--- src/hw/rob_pkg.sv ---
`default_nettype none

package rob_pkg;

    ////////////////////////////////////////////////////////////
    // sizes
    ////////////////////////////////////////////////////////////
    localparam int ROB_DEPTH = 16;
    localparam int ROB_IDX_W = 4;
    localparam int DATA_W    = 32;
    localparam int AREG_W    = 5;
    localparam int PC_W      = 32;

    // four multiplier bits per step
    localparam int MUL_STEPS = 8;
    localparam int MUL_CNT_W = $clog2(MUL_STEPS);

    ////////////////////////////////////////////////////////////
    // opcodes and unit states
    ////////////////////////////////////////////////////////////
    typedef enum logic [1:0] {
        OP_ADD = 2'd0,
        OP_SUB = 2'd1,
        OP_XOR = 2'd2,
        OP_MUL = 2'd3
    } op_e;

    typedef enum logic [1:0] {
        ALU_IDLE = 2'd0,
        ALU_REQ  = 2'd1,
        ALU_REL  = 2'd2
    } alu_state_e;

    typedef enum logic [1:0] {
        MUL_IDLE    = 2'd0,
        MUL_COMPUTE = 2'd1,
        MUL_REQ     = 2'd2,
        MUL_REL     = 2'd3
    } mul_state_e;

endpackage

`default_nettype wire
--- src/hw/rob_subsys_top.sv ---
`timescale 1ns/1ps
`default_nettype none

module rob_subsys_top (
    input  logic                       clk,
    input  logic                       arst_n_i,
    input  logic                       flush_i,
    input  logic                       disp_req_i,
    input  rob_pkg::op_e               disp_op_i,
    input  logic [rob_pkg::AREG_W-1:0] disp_areg_i,
    input  logic [rob_pkg::PC_W-1:0]   disp_pc_i,
    input  logic [rob_pkg::DATA_W-1:0] disp_a_i,
    input  logic [rob_pkg::DATA_W-1:0] disp_b_i,
    input  logic                       commit_req_i,
    output logic                       disp_ack_o,
    output logic                       commit_valid_o,
    output logic [rob_pkg::AREG_W-1:0] commit_areg_o,
    output logic [rob_pkg::PC_W-1:0]   commit_pc_o,
    output logic [rob_pkg::DATA_W-1:0] commit_data_o
);

    // dispatch to rob
    logic                          rob_full;
    logic [rob_pkg::ROB_IDX_W-1:0] alloc_id;
    logic                          alloc_valid;
    logic [rob_pkg::AREG_W-1:0]    alloc_areg;
    logic [rob_pkg::PC_W-1:0]      alloc_pc;

    // dispatch to units
    logic                          alu_issue;
    logic                          mul_issue;
    logic                          alu_busy;
    logic                          mul_busy;
    rob_pkg::op_e                  issue_op;
    logic [rob_pkg::DATA_W-1:0]    issue_a;
    logic [rob_pkg::DATA_W-1:0]    issue_b;
    logic [rob_pkg::ROB_IDX_W-1:0] issue_id;

    // units to arbiter
    logic                          alu_cdb_req;
    logic                          alu_cdb_ack;
    logic [rob_pkg::ROB_IDX_W-1:0] alu_cdb_id;
    logic [rob_pkg::DATA_W-1:0]    alu_cdb_data;
    logic                          mul_cdb_req;
    logic                          mul_cdb_ack;
    logic [rob_pkg::ROB_IDX_W-1:0] mul_cdb_id;
    logic [rob_pkg::DATA_W-1:0]    mul_cdb_data;

    // cdb write into the rob
    logic                          cdb_valid;
    logic [rob_pkg::ROB_IDX_W-1:0] cdb_id;
    logic [rob_pkg::DATA_W-1:0]    cdb_data;

    issue_dispatch u_dispatch (
        .clk           (clk),
        .arst_n_i      (arst_n_i),
        .flush_i       (flush_i),
        .disp_req_i    (disp_req_i),
        .disp_op_i     (disp_op_i),
        .disp_areg_i   (disp_areg_i),
        .disp_pc_i     (disp_pc_i),
        .disp_a_i      (disp_a_i),
        .disp_b_i      (disp_b_i),
        .rob_full_i    (rob_full),
        .alloc_id_i    (alloc_id),
        .alu_busy_i    (alu_busy),
        .mul_busy_i    (mul_busy),
        .disp_ack_o    (disp_ack_o),
        .alloc_valid_o (alloc_valid),
        .alloc_areg_o  (alloc_areg),
        .alloc_pc_o    (alloc_pc),
        .alu_issue_o   (alu_issue),
        .mul_issue_o   (mul_issue),
        .issue_op_o    (issue_op),
        .issue_a_o     (issue_a),
        .issue_b_o     (issue_b),
        .issue_id_o    (issue_id)
    );

    alu_unit u_alu (
        .clk        (clk),
        .arst_n_i   (arst_n_i),
        .flush_i    (flush_i),
        .issue_i    (alu_issue),
        .op_i       (issue_op),
        .a_i        (issue_a),
        .b_i        (issue_b),
        .id_i       (issue_id),
        .cdb_ack_i  (alu_cdb_ack),
        .busy_o     (alu_busy),
        .cdb_req_o  (alu_cdb_req),
        .cdb_id_o   (alu_cdb_id),
        .cdb_data_o (alu_cdb_data)
    );

    mul_unit u_mul (
        .clk        (clk),
        .arst_n_i   (arst_n_i),
        .flush_i    (flush_i),
        .issue_i    (mul_issue),
        .a_i        (issue_a),
        .b_i        (issue_b),
        .id_i       (issue_id),
        .cdb_ack_i  (mul_cdb_ack),
        .busy_o     (mul_busy),
        .cdb_req_o  (mul_cdb_req),
        .cdb_id_o   (mul_cdb_id),
        .cdb_data_o (mul_cdb_data)
    );

    cdb_arbiter u_arb (
        .clk         (clk),
        .arst_n_i    (arst_n_i),
        .flush_i     (flush_i),
        .alu_req_i   (alu_cdb_req),
        .alu_id_i    (alu_cdb_id),
        .alu_data_i  (alu_cdb_data),
        .mul_req_i   (mul_cdb_req),
        .mul_id_i    (mul_cdb_id),
        .mul_data_i  (mul_cdb_data),
        .alu_ack_o   (alu_cdb_ack),
        .mul_ack_o   (mul_cdb_ack),
        .cdb_valid_o (cdb_valid),
        .cdb_id_o    (cdb_id),
        .cdb_data_o  (cdb_data)
    );

    rob_table u_rob (
        .clk            (clk),
        .arst_n_i       (arst_n_i),
        .flush_i        (flush_i),
        .alloc_valid_i  (alloc_valid),
        .alloc_areg_i   (alloc_areg),
        .alloc_pc_i     (alloc_pc),
        .cdb_valid_i    (cdb_valid),
        .cdb_id_i       (cdb_id),
        .cdb_data_i     (cdb_data),
        .commit_req_i   (commit_req_i),
        .alloc_id_o     (alloc_id),
        .rob_full_o     (rob_full),
        .commit_valid_o (commit_valid_o),
        .commit_areg_o  (commit_areg_o),
        .commit_pc_o    (commit_pc_o),
        .commit_data_o  (commit_data_o)
    );

endmodule

`default_nettype wire

--- src/hw/cdb_arbiter.sv ---
`timescale 1ns/1ps
`default_nettype none

module cdb_arbiter (
    input  logic                          clk,
    input  logic                          arst_n_i,
    input  logic                          flush_i,
    input  logic                          alu_req_i,
    input  logic [rob_pkg::ROB_IDX_W-1:0] alu_id_i,
    input  logic [rob_pkg::DATA_W-1:0]    alu_data_i,
    input  logic                          mul_req_i,
    input  logic [rob_pkg::ROB_IDX_W-1:0] mul_id_i,
    input  logic [rob_pkg::DATA_W-1:0]    mul_data_i,
    output logic                          alu_ack_o,
    output logic                          mul_ack_o,
    output logic                          cdb_valid_o,
    output logic [rob_pkg::ROB_IDX_W-1:0] cdb_id_o,
    output logic [rob_pkg::DATA_W-1:0]    cdb_data_o
);

    logic prio_mul_q;
    logic free;
    logic grant_alu;
    logic grant_mul;

    // new grant only once the previous handshake has fully closed
    assign free      = !alu_ack_o && !mul_ack_o;
    assign grant_alu = free && alu_req_i && (!mul_req_i || !prio_mul_q);
    assign grant_mul = free && mul_req_i && !grant_alu;

    always_ff @(posedge clk or negedge arst_n_i) begin
        if (!arst_n_i) begin
            alu_ack_o   <= 1'b0;
            mul_ack_o   <= 1'b0;
            cdb_valid_o <= 1'b0;
            prio_mul_q  <= 1'b0;
        end else if (flush_i) begin
            alu_ack_o   <= 1'b0;
            mul_ack_o   <= 1'b0;
            cdb_valid_o <= 1'b0;
            prio_mul_q  <= 1'b0;
        end else begin
            cdb_valid_o <= grant_alu || grant_mul;
            if (grant_alu) begin
                alu_ack_o  <= 1'b1;
                prio_mul_q <= 1'b1;
            end else if (!alu_req_i) begin
                alu_ack_o <= 1'b0;
            end
            if (grant_mul) begin
                mul_ack_o  <= 1'b1;
                prio_mul_q <= 1'b0;
            end else if (!mul_req_i) begin
                mul_ack_o <= 1'b0;
            end
        end
    end

    // cdb payload follows the winner
    always_ff @(posedge clk) begin
        if (grant_alu) begin
            cdb_id_o   <= alu_id_i;
            cdb_data_o <= alu_data_i;
        end else if (grant_mul) begin
            cdb_id_o   <= mul_id_i;
            cdb_data_o <= mul_data_i;
        end
    end

endmodule

`default_nettype wire

--- src/hw/mul_unit.sv ---
`timescale 1ns/1ps
`default_nettype none

module mul_unit (
    input  logic                          clk,
    input  logic                          arst_n_i,
    input  logic                          flush_i,
    input  logic                          issue_i,
    input  logic [rob_pkg::DATA_W-1:0]    a_i,
    input  logic [rob_pkg::DATA_W-1:0]    b_i,
    input  logic [rob_pkg::ROB_IDX_W-1:0] id_i,
    input  logic                          cdb_ack_i,
    output logic                          busy_o,
    output logic                          cdb_req_o,
    output logic [rob_pkg::ROB_IDX_W-1:0] cdb_id_o,
    output logic [rob_pkg::DATA_W-1:0]    cdb_data_o
);

    rob_pkg::mul_state_e           state_q;
    logic [rob_pkg::MUL_CNT_W-1:0] step_q;
    logic [rob_pkg::DATA_W-1:0]    mcand_q;
    logic [rob_pkg::DATA_W-1:0]    mplier_q;
    logic [rob_pkg::DATA_W-1:0]    acc_q;
    logic [rob_pkg::ROB_IDX_W-1:0] id_q;

    logic [rob_pkg::DATA_W-1:0] mcand;
    logic [rob_pkg::DATA_W-1:0] mplier;
    logic [rob_pkg::DATA_W-1:0] acc_next;

    // first step runs on the issue cycle itself
    assign mcand    = issue_i ? a_i : mcand_q;
    assign mplier   = issue_i ? b_i : mplier_q;
    assign acc_next = (issue_i ? '0 : acc_q)
                    + mcand * rob_pkg::DATA_W'(mplier[3:0]);

    ////////////////////////////////////////////////////////////
    // sequencer and cdb handshake
    ////////////////////////////////////////////////////////////
    always_ff @(posedge clk or negedge arst_n_i) begin
        if (!arst_n_i) begin
            state_q <= rob_pkg::MUL_IDLE;
            step_q  <= '0;
        end else if (flush_i) begin
            state_q <= rob_pkg::MUL_IDLE;
            step_q  <= '0;
        end else begin
            case (state_q)
                rob_pkg::MUL_IDLE: begin
                    step_q <= rob_pkg::MUL_CNT_W'(1);
                    if (issue_i) state_q <= rob_pkg::MUL_COMPUTE;
                end
                rob_pkg::MUL_COMPUTE: begin
                    step_q <= step_q + 1'b1;
                    if (step_q == rob_pkg::MUL_CNT_W'(rob_pkg::MUL_STEPS - 1)) begin
                        state_q <= rob_pkg::MUL_REQ;
                    end
                end
                rob_pkg::MUL_REQ: if (cdb_ack_i) state_q <= rob_pkg::MUL_REL;
                rob_pkg::MUL_REL: if (!cdb_ack_i) state_q <= rob_pkg::MUL_IDLE;
                default:          state_q <= rob_pkg::MUL_IDLE;
            endcase
        end
    end

    // shift-and-add datapath, low 32 bits kept
    always_ff @(posedge clk) begin
        if (issue_i || state_q == rob_pkg::MUL_COMPUTE) begin
            mcand_q  <= mcand << 4;
            mplier_q <= mplier >> 4;
            acc_q    <= acc_next;
        end
        if (issue_i) begin
            id_q <= id_i;
        end
    end

    assign busy_o     = (state_q != rob_pkg::MUL_IDLE);
    assign cdb_req_o  = (state_q == rob_pkg::MUL_REQ);
    assign cdb_id_o   = id_q;
    assign cdb_data_o = acc_q;

endmodule

`default_nettype wire

--- src/hw/alu_unit.sv ---
`timescale 1ns/1ps
`default_nettype none

module alu_unit (
    input  logic                          clk,
    input  logic                          arst_n_i,
    input  logic                          flush_i,
    input  logic                          issue_i,
    input  rob_pkg::op_e                  op_i,
    input  logic [rob_pkg::DATA_W-1:0]    a_i,
    input  logic [rob_pkg::DATA_W-1:0]    b_i,
    input  logic [rob_pkg::ROB_IDX_W-1:0] id_i,
    input  logic                          cdb_ack_i,
    output logic                          busy_o,
    output logic                          cdb_req_o,
    output logic [rob_pkg::ROB_IDX_W-1:0] cdb_id_o,
    output logic [rob_pkg::DATA_W-1:0]    cdb_data_o
);

    rob_pkg::alu_state_e           state_q;
    logic [rob_pkg::DATA_W-1:0]    result_d;
    logic [rob_pkg::DATA_W-1:0]    result_q;
    logic [rob_pkg::ROB_IDX_W-1:0] id_q;

    always_comb begin
        case (op_i)
            rob_pkg::OP_SUB: result_d = a_i - b_i;
            rob_pkg::OP_XOR: result_d = a_i ^ b_i;
            default:         result_d = a_i + b_i;
        endcase
    end

    ////////////////////////////////////////////////////////////
    // cdb requester side
    ////////////////////////////////////////////////////////////
    always_ff @(posedge clk or negedge arst_n_i) begin
        if (!arst_n_i) begin
            state_q <= rob_pkg::ALU_IDLE;
        end else if (flush_i) begin
            state_q <= rob_pkg::ALU_IDLE;
        end else begin
            case (state_q)
                rob_pkg::ALU_IDLE: if (issue_i) state_q <= rob_pkg::ALU_REQ;
                rob_pkg::ALU_REQ:  if (cdb_ack_i) state_q <= rob_pkg::ALU_REL;
                rob_pkg::ALU_REL:  if (!cdb_ack_i) state_q <= rob_pkg::ALU_IDLE;
                default:           state_q <= rob_pkg::ALU_IDLE;
            endcase
        end
    end

    // result captured at issue, held through the handshake
    always_ff @(posedge clk) begin
        if (issue_i) begin
            result_q <= result_d;
            id_q     <= id_i;
        end
    end

    assign busy_o     = (state_q != rob_pkg::ALU_IDLE);
    assign cdb_req_o  = (state_q == rob_pkg::ALU_REQ);
    assign cdb_id_o   = id_q;
    assign cdb_data_o = result_q;

endmodule

`default_nettype wire

--- src/hw/issue_dispatch.sv ---
`timescale 1ns/1ps
`default_nettype none

module issue_dispatch (
    input  logic                          clk,
    input  logic                          arst_n_i,
    input  logic                          flush_i,
    input  logic                          disp_req_i,
    input  rob_pkg::op_e                  disp_op_i,
    input  logic [rob_pkg::AREG_W-1:0]    disp_areg_i,
    input  logic [rob_pkg::PC_W-1:0]      disp_pc_i,
    input  logic [rob_pkg::DATA_W-1:0]    disp_a_i,
    input  logic [rob_pkg::DATA_W-1:0]    disp_b_i,
    input  logic                          rob_full_i,
    input  logic [rob_pkg::ROB_IDX_W-1:0] alloc_id_i,
    input  logic                          alu_busy_i,
    input  logic                          mul_busy_i,
    output logic                          disp_ack_o,
    output logic                          alloc_valid_o,
    output logic [rob_pkg::AREG_W-1:0]    alloc_areg_o,
    output logic [rob_pkg::PC_W-1:0]      alloc_pc_o,
    output logic                          alu_issue_o,
    output logic                          mul_issue_o,
    output rob_pkg::op_e                  issue_op_o,
    output logic [rob_pkg::DATA_W-1:0]    issue_a_o,
    output logic [rob_pkg::DATA_W-1:0]    issue_b_o,
    output logic [rob_pkg::ROB_IDX_W-1:0] issue_id_o
);

    logic ack_q;
    logic is_mul;
    logic unit_busy;
    logic accept;

    // multiplies go to the multiplier, the rest to the alu
    assign is_mul     = (disp_op_i == rob_pkg::OP_MUL);
    assign unit_busy  = is_mul ? mul_busy_i : alu_busy_i;
    assign accept     = disp_req_i && !ack_q && !rob_full_i && !unit_busy;
    assign disp_ack_o = ack_q;

    always_ff @(posedge clk or negedge arst_n_i) begin
        if (!arst_n_i) begin
            ack_q         <= 1'b0;
            alloc_valid_o <= 1'b0;
            alu_issue_o   <= 1'b0;
            mul_issue_o   <= 1'b0;
        end else if (flush_i) begin
            ack_q         <= 1'b0;
            alloc_valid_o <= 1'b0;
            alu_issue_o   <= 1'b0;
            mul_issue_o   <= 1'b0;
        end else begin
            alloc_valid_o <= accept;
            alu_issue_o   <= accept && !is_mul;
            mul_issue_o   <= accept && is_mul;
            // ack held until the source releases req
            if (accept) begin
                ack_q <= 1'b1;
            end else if (!disp_req_i) begin
                ack_q <= 1'b0;
            end
        end
    end

    // id is the rob tail, still unchanged when the pulse reaches the rob
    always_ff @(posedge clk) begin
        if (accept) begin
            alloc_areg_o <= disp_areg_i;
            alloc_pc_o   <= disp_pc_i;
            issue_op_o   <= disp_op_i;
            issue_a_o    <= disp_a_i;
            issue_b_o    <= disp_b_i;
            issue_id_o   <= alloc_id_i;
        end
    end

endmodule

`default_nettype wire

--- src/hw/rob_table.sv ---
`timescale 1ns/1ps
`default_nettype none

module rob_table (
    input  logic                          clk,
    input  logic                          arst_n_i,
    input  logic                          flush_i,
    input  logic                          alloc_valid_i,
    input  logic [rob_pkg::AREG_W-1:0]    alloc_areg_i,
    input  logic [rob_pkg::PC_W-1:0]      alloc_pc_i,
    input  logic                          cdb_valid_i,
    input  logic [rob_pkg::ROB_IDX_W-1:0] cdb_id_i,
    input  logic [rob_pkg::DATA_W-1:0]    cdb_data_i,
    input  logic                          commit_req_i,
    output logic [rob_pkg::ROB_IDX_W-1:0] alloc_id_o,
    output logic                          rob_full_o,
    output logic                          commit_valid_o,
    output logic [rob_pkg::AREG_W-1:0]    commit_areg_o,
    output logic [rob_pkg::PC_W-1:0]      commit_pc_o,
    output logic [rob_pkg::DATA_W-1:0]    commit_data_o
);

    // entry payload
    logic [rob_pkg::AREG_W-1:0] areg_mem [rob_pkg::ROB_DEPTH];
    logic [rob_pkg::PC_W-1:0]   pc_mem   [rob_pkg::ROB_DEPTH];
    logic [rob_pkg::DATA_W-1:0] data_mem [rob_pkg::ROB_DEPTH];

    // completion pair, entry done while the bits differ
    logic [rob_pkg::ROB_DEPTH-1:0] disp_bit_q;
    logic [rob_pkg::ROB_DEPTH-1:0] cdb_bit_q;

    logic [rob_pkg::ROB_IDX_W-1:0] head_q;
    logic [rob_pkg::ROB_IDX_W-1:0] tail_q;
    logic [rob_pkg::ROB_IDX_W:0]   count_q;
    logic                          commit_fire;

    assign alloc_id_o  = tail_q;
    assign rob_full_o  = (count_q == (rob_pkg::ROB_IDX_W+1)'(rob_pkg::ROB_DEPTH));
    assign commit_fire = commit_req_i & commit_valid_o;

    ////////////////////////////////////////////////////////////
    // commit read port
    ////////////////////////////////////////////////////////////
    assign commit_valid_o = (count_q != '0) && (disp_bit_q[head_q] ^ cdb_bit_q[head_q]);
    assign commit_areg_o  = areg_mem[head_q];
    assign commit_pc_o    = pc_mem[head_q];
    assign commit_data_o  = data_mem[head_q];

    ////////////////////////////////////////////////////////////
    // pointers, count, toggle bits
    ////////////////////////////////////////////////////////////
    always_ff @(posedge clk or negedge arst_n_i) begin
        if (!arst_n_i) begin
            head_q     <= '0;
            tail_q     <= '0;
            count_q    <= '0;
            disp_bit_q <= '0;
            cdb_bit_q  <= '0;
        end else if (flush_i) begin
            head_q     <= '0;
            tail_q     <= '0;
            count_q    <= '0;
            disp_bit_q <= '0;
            cdb_bit_q  <= '0;
        end else begin
            if (alloc_valid_i) begin
                tail_q <= tail_q + 1'b1;
                // match the cdb bit, i.e. flip a retired entry back to pending
                disp_bit_q[tail_q] <= cdb_bit_q[tail_q];
            end
            if (cdb_valid_i) begin
                cdb_bit_q[cdb_id_i] <= ~disp_bit_q[cdb_id_i];
            end
            if (commit_fire) begin
                head_q <= head_q + 1'b1;
            end
            case ({alloc_valid_i, commit_fire})
                2'b10:   count_q <= count_q + 1'b1;
                2'b01:   count_q <= count_q - 1'b1;
                default: count_q <= count_q;
            endcase
        end
    end

    // payload writes, areg/pc at allocation and data from the cdb
    always_ff @(posedge clk) begin
        if (alloc_valid_i) begin
            areg_mem[tail_q] <= alloc_areg_i;
            pc_mem[tail_q]   <= alloc_pc_i;
        end
        if (cdb_valid_i) begin
            data_mem[cdb_id_i] <= cdb_data_i;
        end
    end

endmodule

`default_nettype wire

--- config.mk ---
export PLATFORM = sky130hd
export DESIGN_NAME = rob_subsys_top
export DESIGN_NICKNAME = d
export VERILOG_FILES = /design/src/hw/rob_pkg.sv /design/src/hw/rob_subsys_top.sv /design/src/hw/cdb_arbiter.sv /design/src/hw/mul_unit.sv /design/src/hw/alu_unit.sv /design/src/hw/issue_dispatch.sv /design/src/hw/rob_table.sv
export SDC_FILE = /design/constraint.sdc
export NUM_CORES = 2
export LEC_CHECK = 0
export ABC_AREA = 1
export ABC_CLOCK_PERIOD_IN_PS = 4950
export BUFFER_PORTS_ARGS = -buffer_cell sky130_fd_sc_hd__buf_4
export CORE_ASPECT_RATIO = 2
export CORE_MARGIN = 4
export CORE_UTILIZATION = 40
export DETAILED_ROUTE_END_ITERATION = 8
export HOLD_SLACK_MARGIN = 0.12
export PLACE_DENSITY_LB_ADDON = 0.12
export SLEW_MARGIN = 0
export SYNTH_ARGS = -nofsm -noshare
export SYNTH_HDL_FRONTEND = slang
export SYNTH_SLANG_ARGS = --single-unit
export TNS_END_PERCENT = 100
--- constraint.sdc ---
create_clock -name clk -period 4.95 [get_ports clk]
set_clock_uncertainty 0.05 [all_clocks]
set_input_delay 0.2475 -clock clk [delete_from_list [all_inputs] [get_ports clk]]
set_output_delay 0.2475 -clock clk [all_outputs]
set_load 0.005 [all_outputs]
## After elaboration in Yosys (flattened, before gate mapping)

Memories as Yosys holds them, arrays and structs flattened.
Index checks and enable logic that the tools add are counted.

- Add/sub/neg operators: 8
- Multiply operators: 1
- Order comparisons: 5
- Equality and inequality tests: 22
- Mux-type cells: 66
- Bitwise gates (word level): 4
- Reductions and logical operators: 39

Operator list:

| kind | count |
|---|---|
| 32-bit two-way mux | 4 |
| 32-bit adder | 2 |
| 16-bit two-way mux | 4 |
| 32-bit case mux with 2 select lines | 1 |
| 16-bit bitwise mux | 2 |
| 32-bit by 4-bit multiplier with 32-bit output | 1 |
| 32-bit subtractor | 1 |
| 32-bit XOR | 1 |
| 28-bit two-way mux | 1 |
| 1-bit two-way mux | 27 |
| 4-bit two-way mux | 6 |
| 3-bit inequality test, second input constant | 8 |
| 2-bit two-way mux | 9 |
| 1-bit binary-select mux with 4-bit select | 4 |
| 4-bit by 5-bit < comparator with 1-bit output, second input constant | 3 |
| 1-bit logical AND | 13 |
| 2-bit equality test, second input constant | 6 |
| 2-bit nonzero test | 6 |
| 5-bit case mux with 2 select lines | 1 |
| 1-bit zero test | 9 |
| 3-bit nonzero test | 3 |
| 4-bit by 1-bit adder with 4-bit output, second input constant | 2 |
| 1-bit demux with 4-bit select | 2 |
| 2-bit by 1-bit equality test with 1-bit output, second input constant | 4 |
| other kinds (20) | 25 |

- Flip-flop bits (word level): 331
- Memory bits (writable): 1104
- Bits of input ports: 108
- Output and inout port bits: 71
- Word-level logic and storage cells: 179
- Memories: 3

Memory list:

| memory | words | width | rd ports | clocked after Yosys merged registers in | wr ports | line | text |
|---|---|---|---|---|---|---|---|
| u_rob.data_mem | 16 | 32 | 1 | 0 | 1 | rob_table.sv:26 | `logic [rob_pkg::DATA_W-1:0] data_mem [rob_pkg::ROB_DEPTH];` |
| u_rob.pc_mem | 16 | 32 | 1 | 0 | 1 | rob_table.sv:25 | `logic [rob_pkg::PC_W-1:0] pc_mem [rob_pkg::ROB_DEPTH];` |
| u_rob.areg_mem | 16 | 5 | 1 | 0 | 1 | rob_table.sv:24 | `logic [rob_pkg::AREG_W-1:0] areg_mem [rob_pkg::ROB_DEPTH];` |

## Longest topological paths before layout

- Word-level depth: 8
- Depth in mapped cells: 24
- Gate-level depth less buffers: 23

## Hierarchy

A second synthesis with hierarchy kept.

- Cells, all modules: 5625
- Area total of the unflattened synthesis: 64230.4 sq um

By module, submodules not included:

| module | instances | cells an instance | area each (sq um) | sequential area each (sq um) |
|---|---|---|---|---|
| rob_table | 1 | 3389 | 45006.9 | 34277.9 |
| mul_unit | 1 | 1115 | 9039.9 | 2887.8 |
| alu_unit | 1 | 818 | 5034.8 | 1131.1 |
| issue_dispatch | 1 | 128 | 3403.3 | 3313.2 |
| cdb_arbiter | 1 | 175 | 1745.4 | 1181.1 |

## Worst setup path before layout

No wires, ideal clock.

- Path kind: register to register
- Start: reg u_dispatch.mul_issue_o
- End: reg u_mul.acc_q (netlist bit u_mul.cdb_data_o[25]) (data pin)
- Library setup time: 0.259 ns
- Data arrival time: 4.421 ns
- Data required time: 4.641 ns
- Setup slack: 0.221 ns
- Cell stages (with the launch flop): 22
- Buffers on the path: 4
- Clock period less this slack: 4.729 ns
- Path through: dfrtp_1 buf_2 buf_2 buf_2 clkbuf_1 nand2_1 nor2_1 fa_1 fa_1 inv_1 fa_1 inv_1 ha_1 a21oi_1 nand2_1 a21oi_1 o21ai_1 a21oi_1 o21ai_1 nand2_1 nand2_1 xor2_1

- Cells in the longest elaborated chain, start to end: 3
- Elaborated cells on any way between the ends: 5
- Those cells by class: add/sub: 1; mul: 1; mux: 3

Ends and longest elaborated chain:

| what | line | text |
|---|---|---|
| from (decl) | issue_dispatch.sv:23 | `output logic mul_issue_o,` |
| from (signal assigned) | issue_dispatch.sv:55 | `mul_issue_o <= accept && is_mul;` |
| 32-bit two-way mux or 28-bit two-way mux (tied branches) | mul_unit.sv:31, mul_unit.sv:32 |  |
| 32-bit by 4-bit multiplier with 32-bit output | mul_unit.sv:34 | `+ mcand * rob_pkg::DATA_W'(mplier[3:0]);` |
| 32-bit adder (*) | mul_unit.sv:34 |  |
| net u_mul.acc_next, one bit | mul_unit.sv:28 | `logic [rob_pkg::DATA_W-1:0] acc_next;` |
| to (signal assigned) | mul_unit.sv:70 | `acc_q <= acc_next;` |
| to (decl) | mul_unit.sv:23 | `logic [rob_pkg::DATA_W-1:0] acc_q;` |

Mark *: on every way through the listed nets, which the timed path passes. The rest lies on a longest branch.
A chain may end at the register's enable or synchronous reset.

## Worst setup path in the final report

- Start: reg u_dispatch.mul_issue_o
- End: reg u_mul.acc_q (netlist bit u_mul.cdb_data_o[28]) (data pin)

The elaborated chain is that of the path after synthesis.

==> metrics.cfg <==
[pwr]
power_w=0.04146
powerDensity_mw_per_mm2=566.4
combPwrFrac_pct=33.4
power.static_leakage_nw=27.11
seq_power_share_pct=41.3
internal_power_w=0.02686
switching_share_pct=35.22
switching_power_w=0.01460
peakVddDrop_mv=0.5093
clockPowerShare_pct=25.3

[floorplanning]
coreArea_mm2=0.1560
die_y_um=567.8
io_pins=179
die_x_um=287.9
dieArea_mm2=0.1635
rows=205
initial_utilization_pct=40.19

[yosys]
synthCells=5280
ys_seq_elements=1435
synth_compound_area_share_pct=9.851
ys_seq_area_share_pct=68.27
netlist_top_cells_area=edfxtp_1 66%, nand2_1 5.8%, o21ai_0 4.0%
synthesis.nets=5557
synthXorXnorAreaFrac_pct=1.216
synth_top_flop_cell=edfxtp_1
syn_area_mm2=0.06268
avgSynthCellArea_um2=11.87
yosys.area.top_type=edfxtp_1
synth_edf_count=1375
synthSimpleGateAreaFrac_pct=12.41
synthAdderAreaFrac_pct=4.427
async_flop_share_pct=4.181
yosysUniqueCellTypes=55
synthMuxAreaShare_pct=0.01597
synth_top_family_by_area=simple AND/OR/NAND/NOR gates
post-synth-top-area-fraction_pct=65.87
ys.warnings.count=0

[route]
wl_met1_mm=74.17
drt_iter0_markers=3324
drc_errors=0
wl_mm=190.6
top_layer=met4
wl_per_cell_um=24.39
vias=42650
wl_met2_mm=102.4
ant_nets=0
vias_per_cell=5.458
first_pass_iters=5
wl_met3_mm=7.369

[placed_design]
port-buffer-count=178
dpl_worst_slack_ns=-0.2507
gp_congestion=0.9002
hpwl_mm=115.6

[clocking]
cts_tree=yes
cts_buffers=141
ctsHtreeMaxLevel=4
clk_pin_slew_worst_paths_ns=0.07
cts_root_buf=clkbuf_16
clock_latency_ns=0.78
clock-sinks=1435
cts_max_path_buffers=4

[timing]
final_hold_viol_count=0
hold-worst-slack_ns=0.1697
setup_viol=0
rsz0062_at_grt=true
fin_ws_ns=0.1266
max-slew-margin-rel_pct=13.05
worst_pin_slew_ns=1.304
min_period_over_period_pct=97.44
timing.final.crit_period_ns=4.823
drv_slew=0
fmax_ghz=0.2073

[run]
maxCapViolCount=0

[critical_path]
ff2ff_setup_slack_ns=0.13
required_ns=5.41
critical_path_peak_fanout=22
crit_end=u_mul.cdb_data_o[28]
reg2regPathDepth=21
arrival_ns=5.28
reg2reg_from=u_dispatch.mul_issue_o
setup.worst_path.start=u_dispatch.mul_issue_o
start_kind=flip-flop
cp-end-kind=flip-flop
critPathKind=reg2reg
timing.rr.end=u_mul.cdb_data_o[28]

[global_routing]
grt_usage_pct=22.85
first_global_vias=42850
antenna_found_initial=5
grt_pass1_wl_mm=278.6
grt_max_degree=215
gr-total-overflow=0

[final_layout]
final_common_cell=edfxtp_1
layout-drive-gt1-share_pct=10.61
areaGrowthSynthToFinish_pct=16.79
mostFrequentLayoutCells=1375 x edfxtp_1, 964 x nand2_1, 527 x nor2_1
final_nets=5922

[worst_hold_path]
min_path_type=in2reg

[status]
status=finished clean

==> stage by stage <==
stage               util (%)  setup TNS [ns]  cells  area [um^2]
detailed placement     42.98         -0.8335   7400        67030
global placement       42.98         -0.8820   7400        67030
CTS                    46.86               0   7810        73080
global route           46.94        -0.05256   7813        73210
floorplan                  -               0   5280        62680
finish                 46.94               0   7814        73210
==> timing repair <==
action	CTS	global route
endpoints found under the setup margin	5	10
buffers inserted	0	1
endpoints found under the hold margin	186	0
hold buffers	170	0
gates cloned	0	1
gates resized for setup	6	22
==> per-layer routing <==
metal | global-route usage, % | up-vias
met5 | 0 | -
met4 | 7.682 | 0
met3 | 2.258 | 330
met2 | 42.46 | 1102
met1 | 27.48 | 21710
li1 | - | 19510
==> flip-flops by register name, indices dropped and copies added (netlist names), 5 cells and up <==
name                     cells
u_rob.data_mem             512
u_rob.cdb_bit_q             16
u_dispatch.alloc_areg_o      5
u_alu.cdb_data_o            32
u_arb.cdb_data_o            32
u_dispatch.issue_b_o        32
u_dispatch.issue_a_o        32
u_rob.pc_mem               512
u_mul.cdb_data_o            32
u_rob.disp_bit_q            16
u_rob.count_q                5
u_dispatch.alloc_pc_o       32
u_rob.areg_mem              80
u_mul.mcand_q               28
u_mul.mplier_q              28
==> worst max-delay path: stages, from the launching register on <==
cell and delay (ns):
dfrtp_2 0.47, buf_12 0.15, clkbuf_16 0.19, o21ai_0 0.24, buf_4 0.18, nor2_1 0.06
fa_1 0.48, fa_1 0.50, inv_1 0.05, fa_1 0.47, inv_1 0.04, ha_1 0.35
nand2_1 0.12, nor2_1 0.24, nand2_1 0.09, nand2_1 0.11, nand2_1 0.07, nand3_1 0.19
nand2_1 0.11, nand3_1 0.16, a21oi_2 0.08, xor2_1 0.15
==> worst min-delay path by stage <==
stage / from / slack [ns] / cells past startpoint / to
after floorplan: arst_n_i / -0.1 / 0 / u_alu.state_q[0]
after CTS: disp_b_i[11] / 0.12 / 2 / u_dispatch.issue_b_o[11]
final: disp_a_i[12] / 0.17 / 2 / u_dispatch.issue_a_o[12]
after global placement: arst_n_i / 0.02 / 1 / u_dispatch.alu_issue_o
after detailed placement: arst_n_i / 0.02 / 1 / u_dispatch.alu_issue_o
after global routing: disp_areg_i[2] / 0.14 / 2 / u_dispatch.alloc_areg_o[2]
==> synthesized netlist by cell type, types with 3 or more instances <==
master / n
buf_2: 21
edfxtp_1: 1375
o21ai_1: 24
nor3_1: 32
ha_1: 81
a21oi_1: 269
buf_1: 19
clkinv_1: 3
a21o_1: 10
nor4_1: 8
o21bai_1: 8
inv_1: 338
or2_0: 4
inv_2: 10
nor2_4: 3
a21boi_0: 4
o21ai_0: 498
o211ai_1: 5
nor2_1: 563
or2_2: 16
o21a_1: 9
dfrtp_1: 60
o22ai_1: 81
xor2_1: 58
nand4_1: 80
nand2_2: 4
a31oi_1: 5
a22oi_1: 6
fa_1: 88
a211oi_1: 5
o31ai_1: 4
clkbuf_1: 221
buf_4: 3
nand3_1: 206
buf_6: 4
o221ai_1: 64
xnor2_1: 29
nand2_1: 966
a221oi_1: 77
==> layout make-up <==
type / count / area [um^2]
timing repair buffer: 490 / 4279
multi-input combinational: 3226 / 17840
antenna: 2 / 5.005
sequential: 1435 / 42810
clock inverter: 62 / 566.8
clock buffer: 178 / 3781
tap: 2070 / 2590
fill: 14190 / 82740
inverter: 351 / 1343
==> power by group through the flow <==
stage | Sequential [W] | Clock [W] | Combinational [W]
2_1_floorplan | 0.0169 | 0 | 0.00889
3_3_place_gp | 0.0173 | 0 | 0.0134
3_5_place_dp | 0.0174 | 0 | 0.0134
4_1_cts | 0.0171 | 0.0107 | 0.0136
5_1_grt | 0.0173 | 0.0112 | 0.0155
6_report | 0.0171 | 0.0105 | 0.0139
==> cell families (layout without fill, tap and decap cells) <==
| logic type | after synthesis | in the layout |
|---|---|---|
| AND/OR/NAND/NOR | 1894 | 1894 |
| flip-flops | 1435 | 1435 |
| AO/OA/AOI/OAI | 1075 | 1075 |
| buffers and inverters | 619 | 1081 |
| adder cells (fa/ha/maj) | 169 | 169 |
| XOR/XNOR | 87 | 87 |
| multiplexers | 1 | 1 |
| other | 0 | 2 |
(Power assumes the default switching activity.)
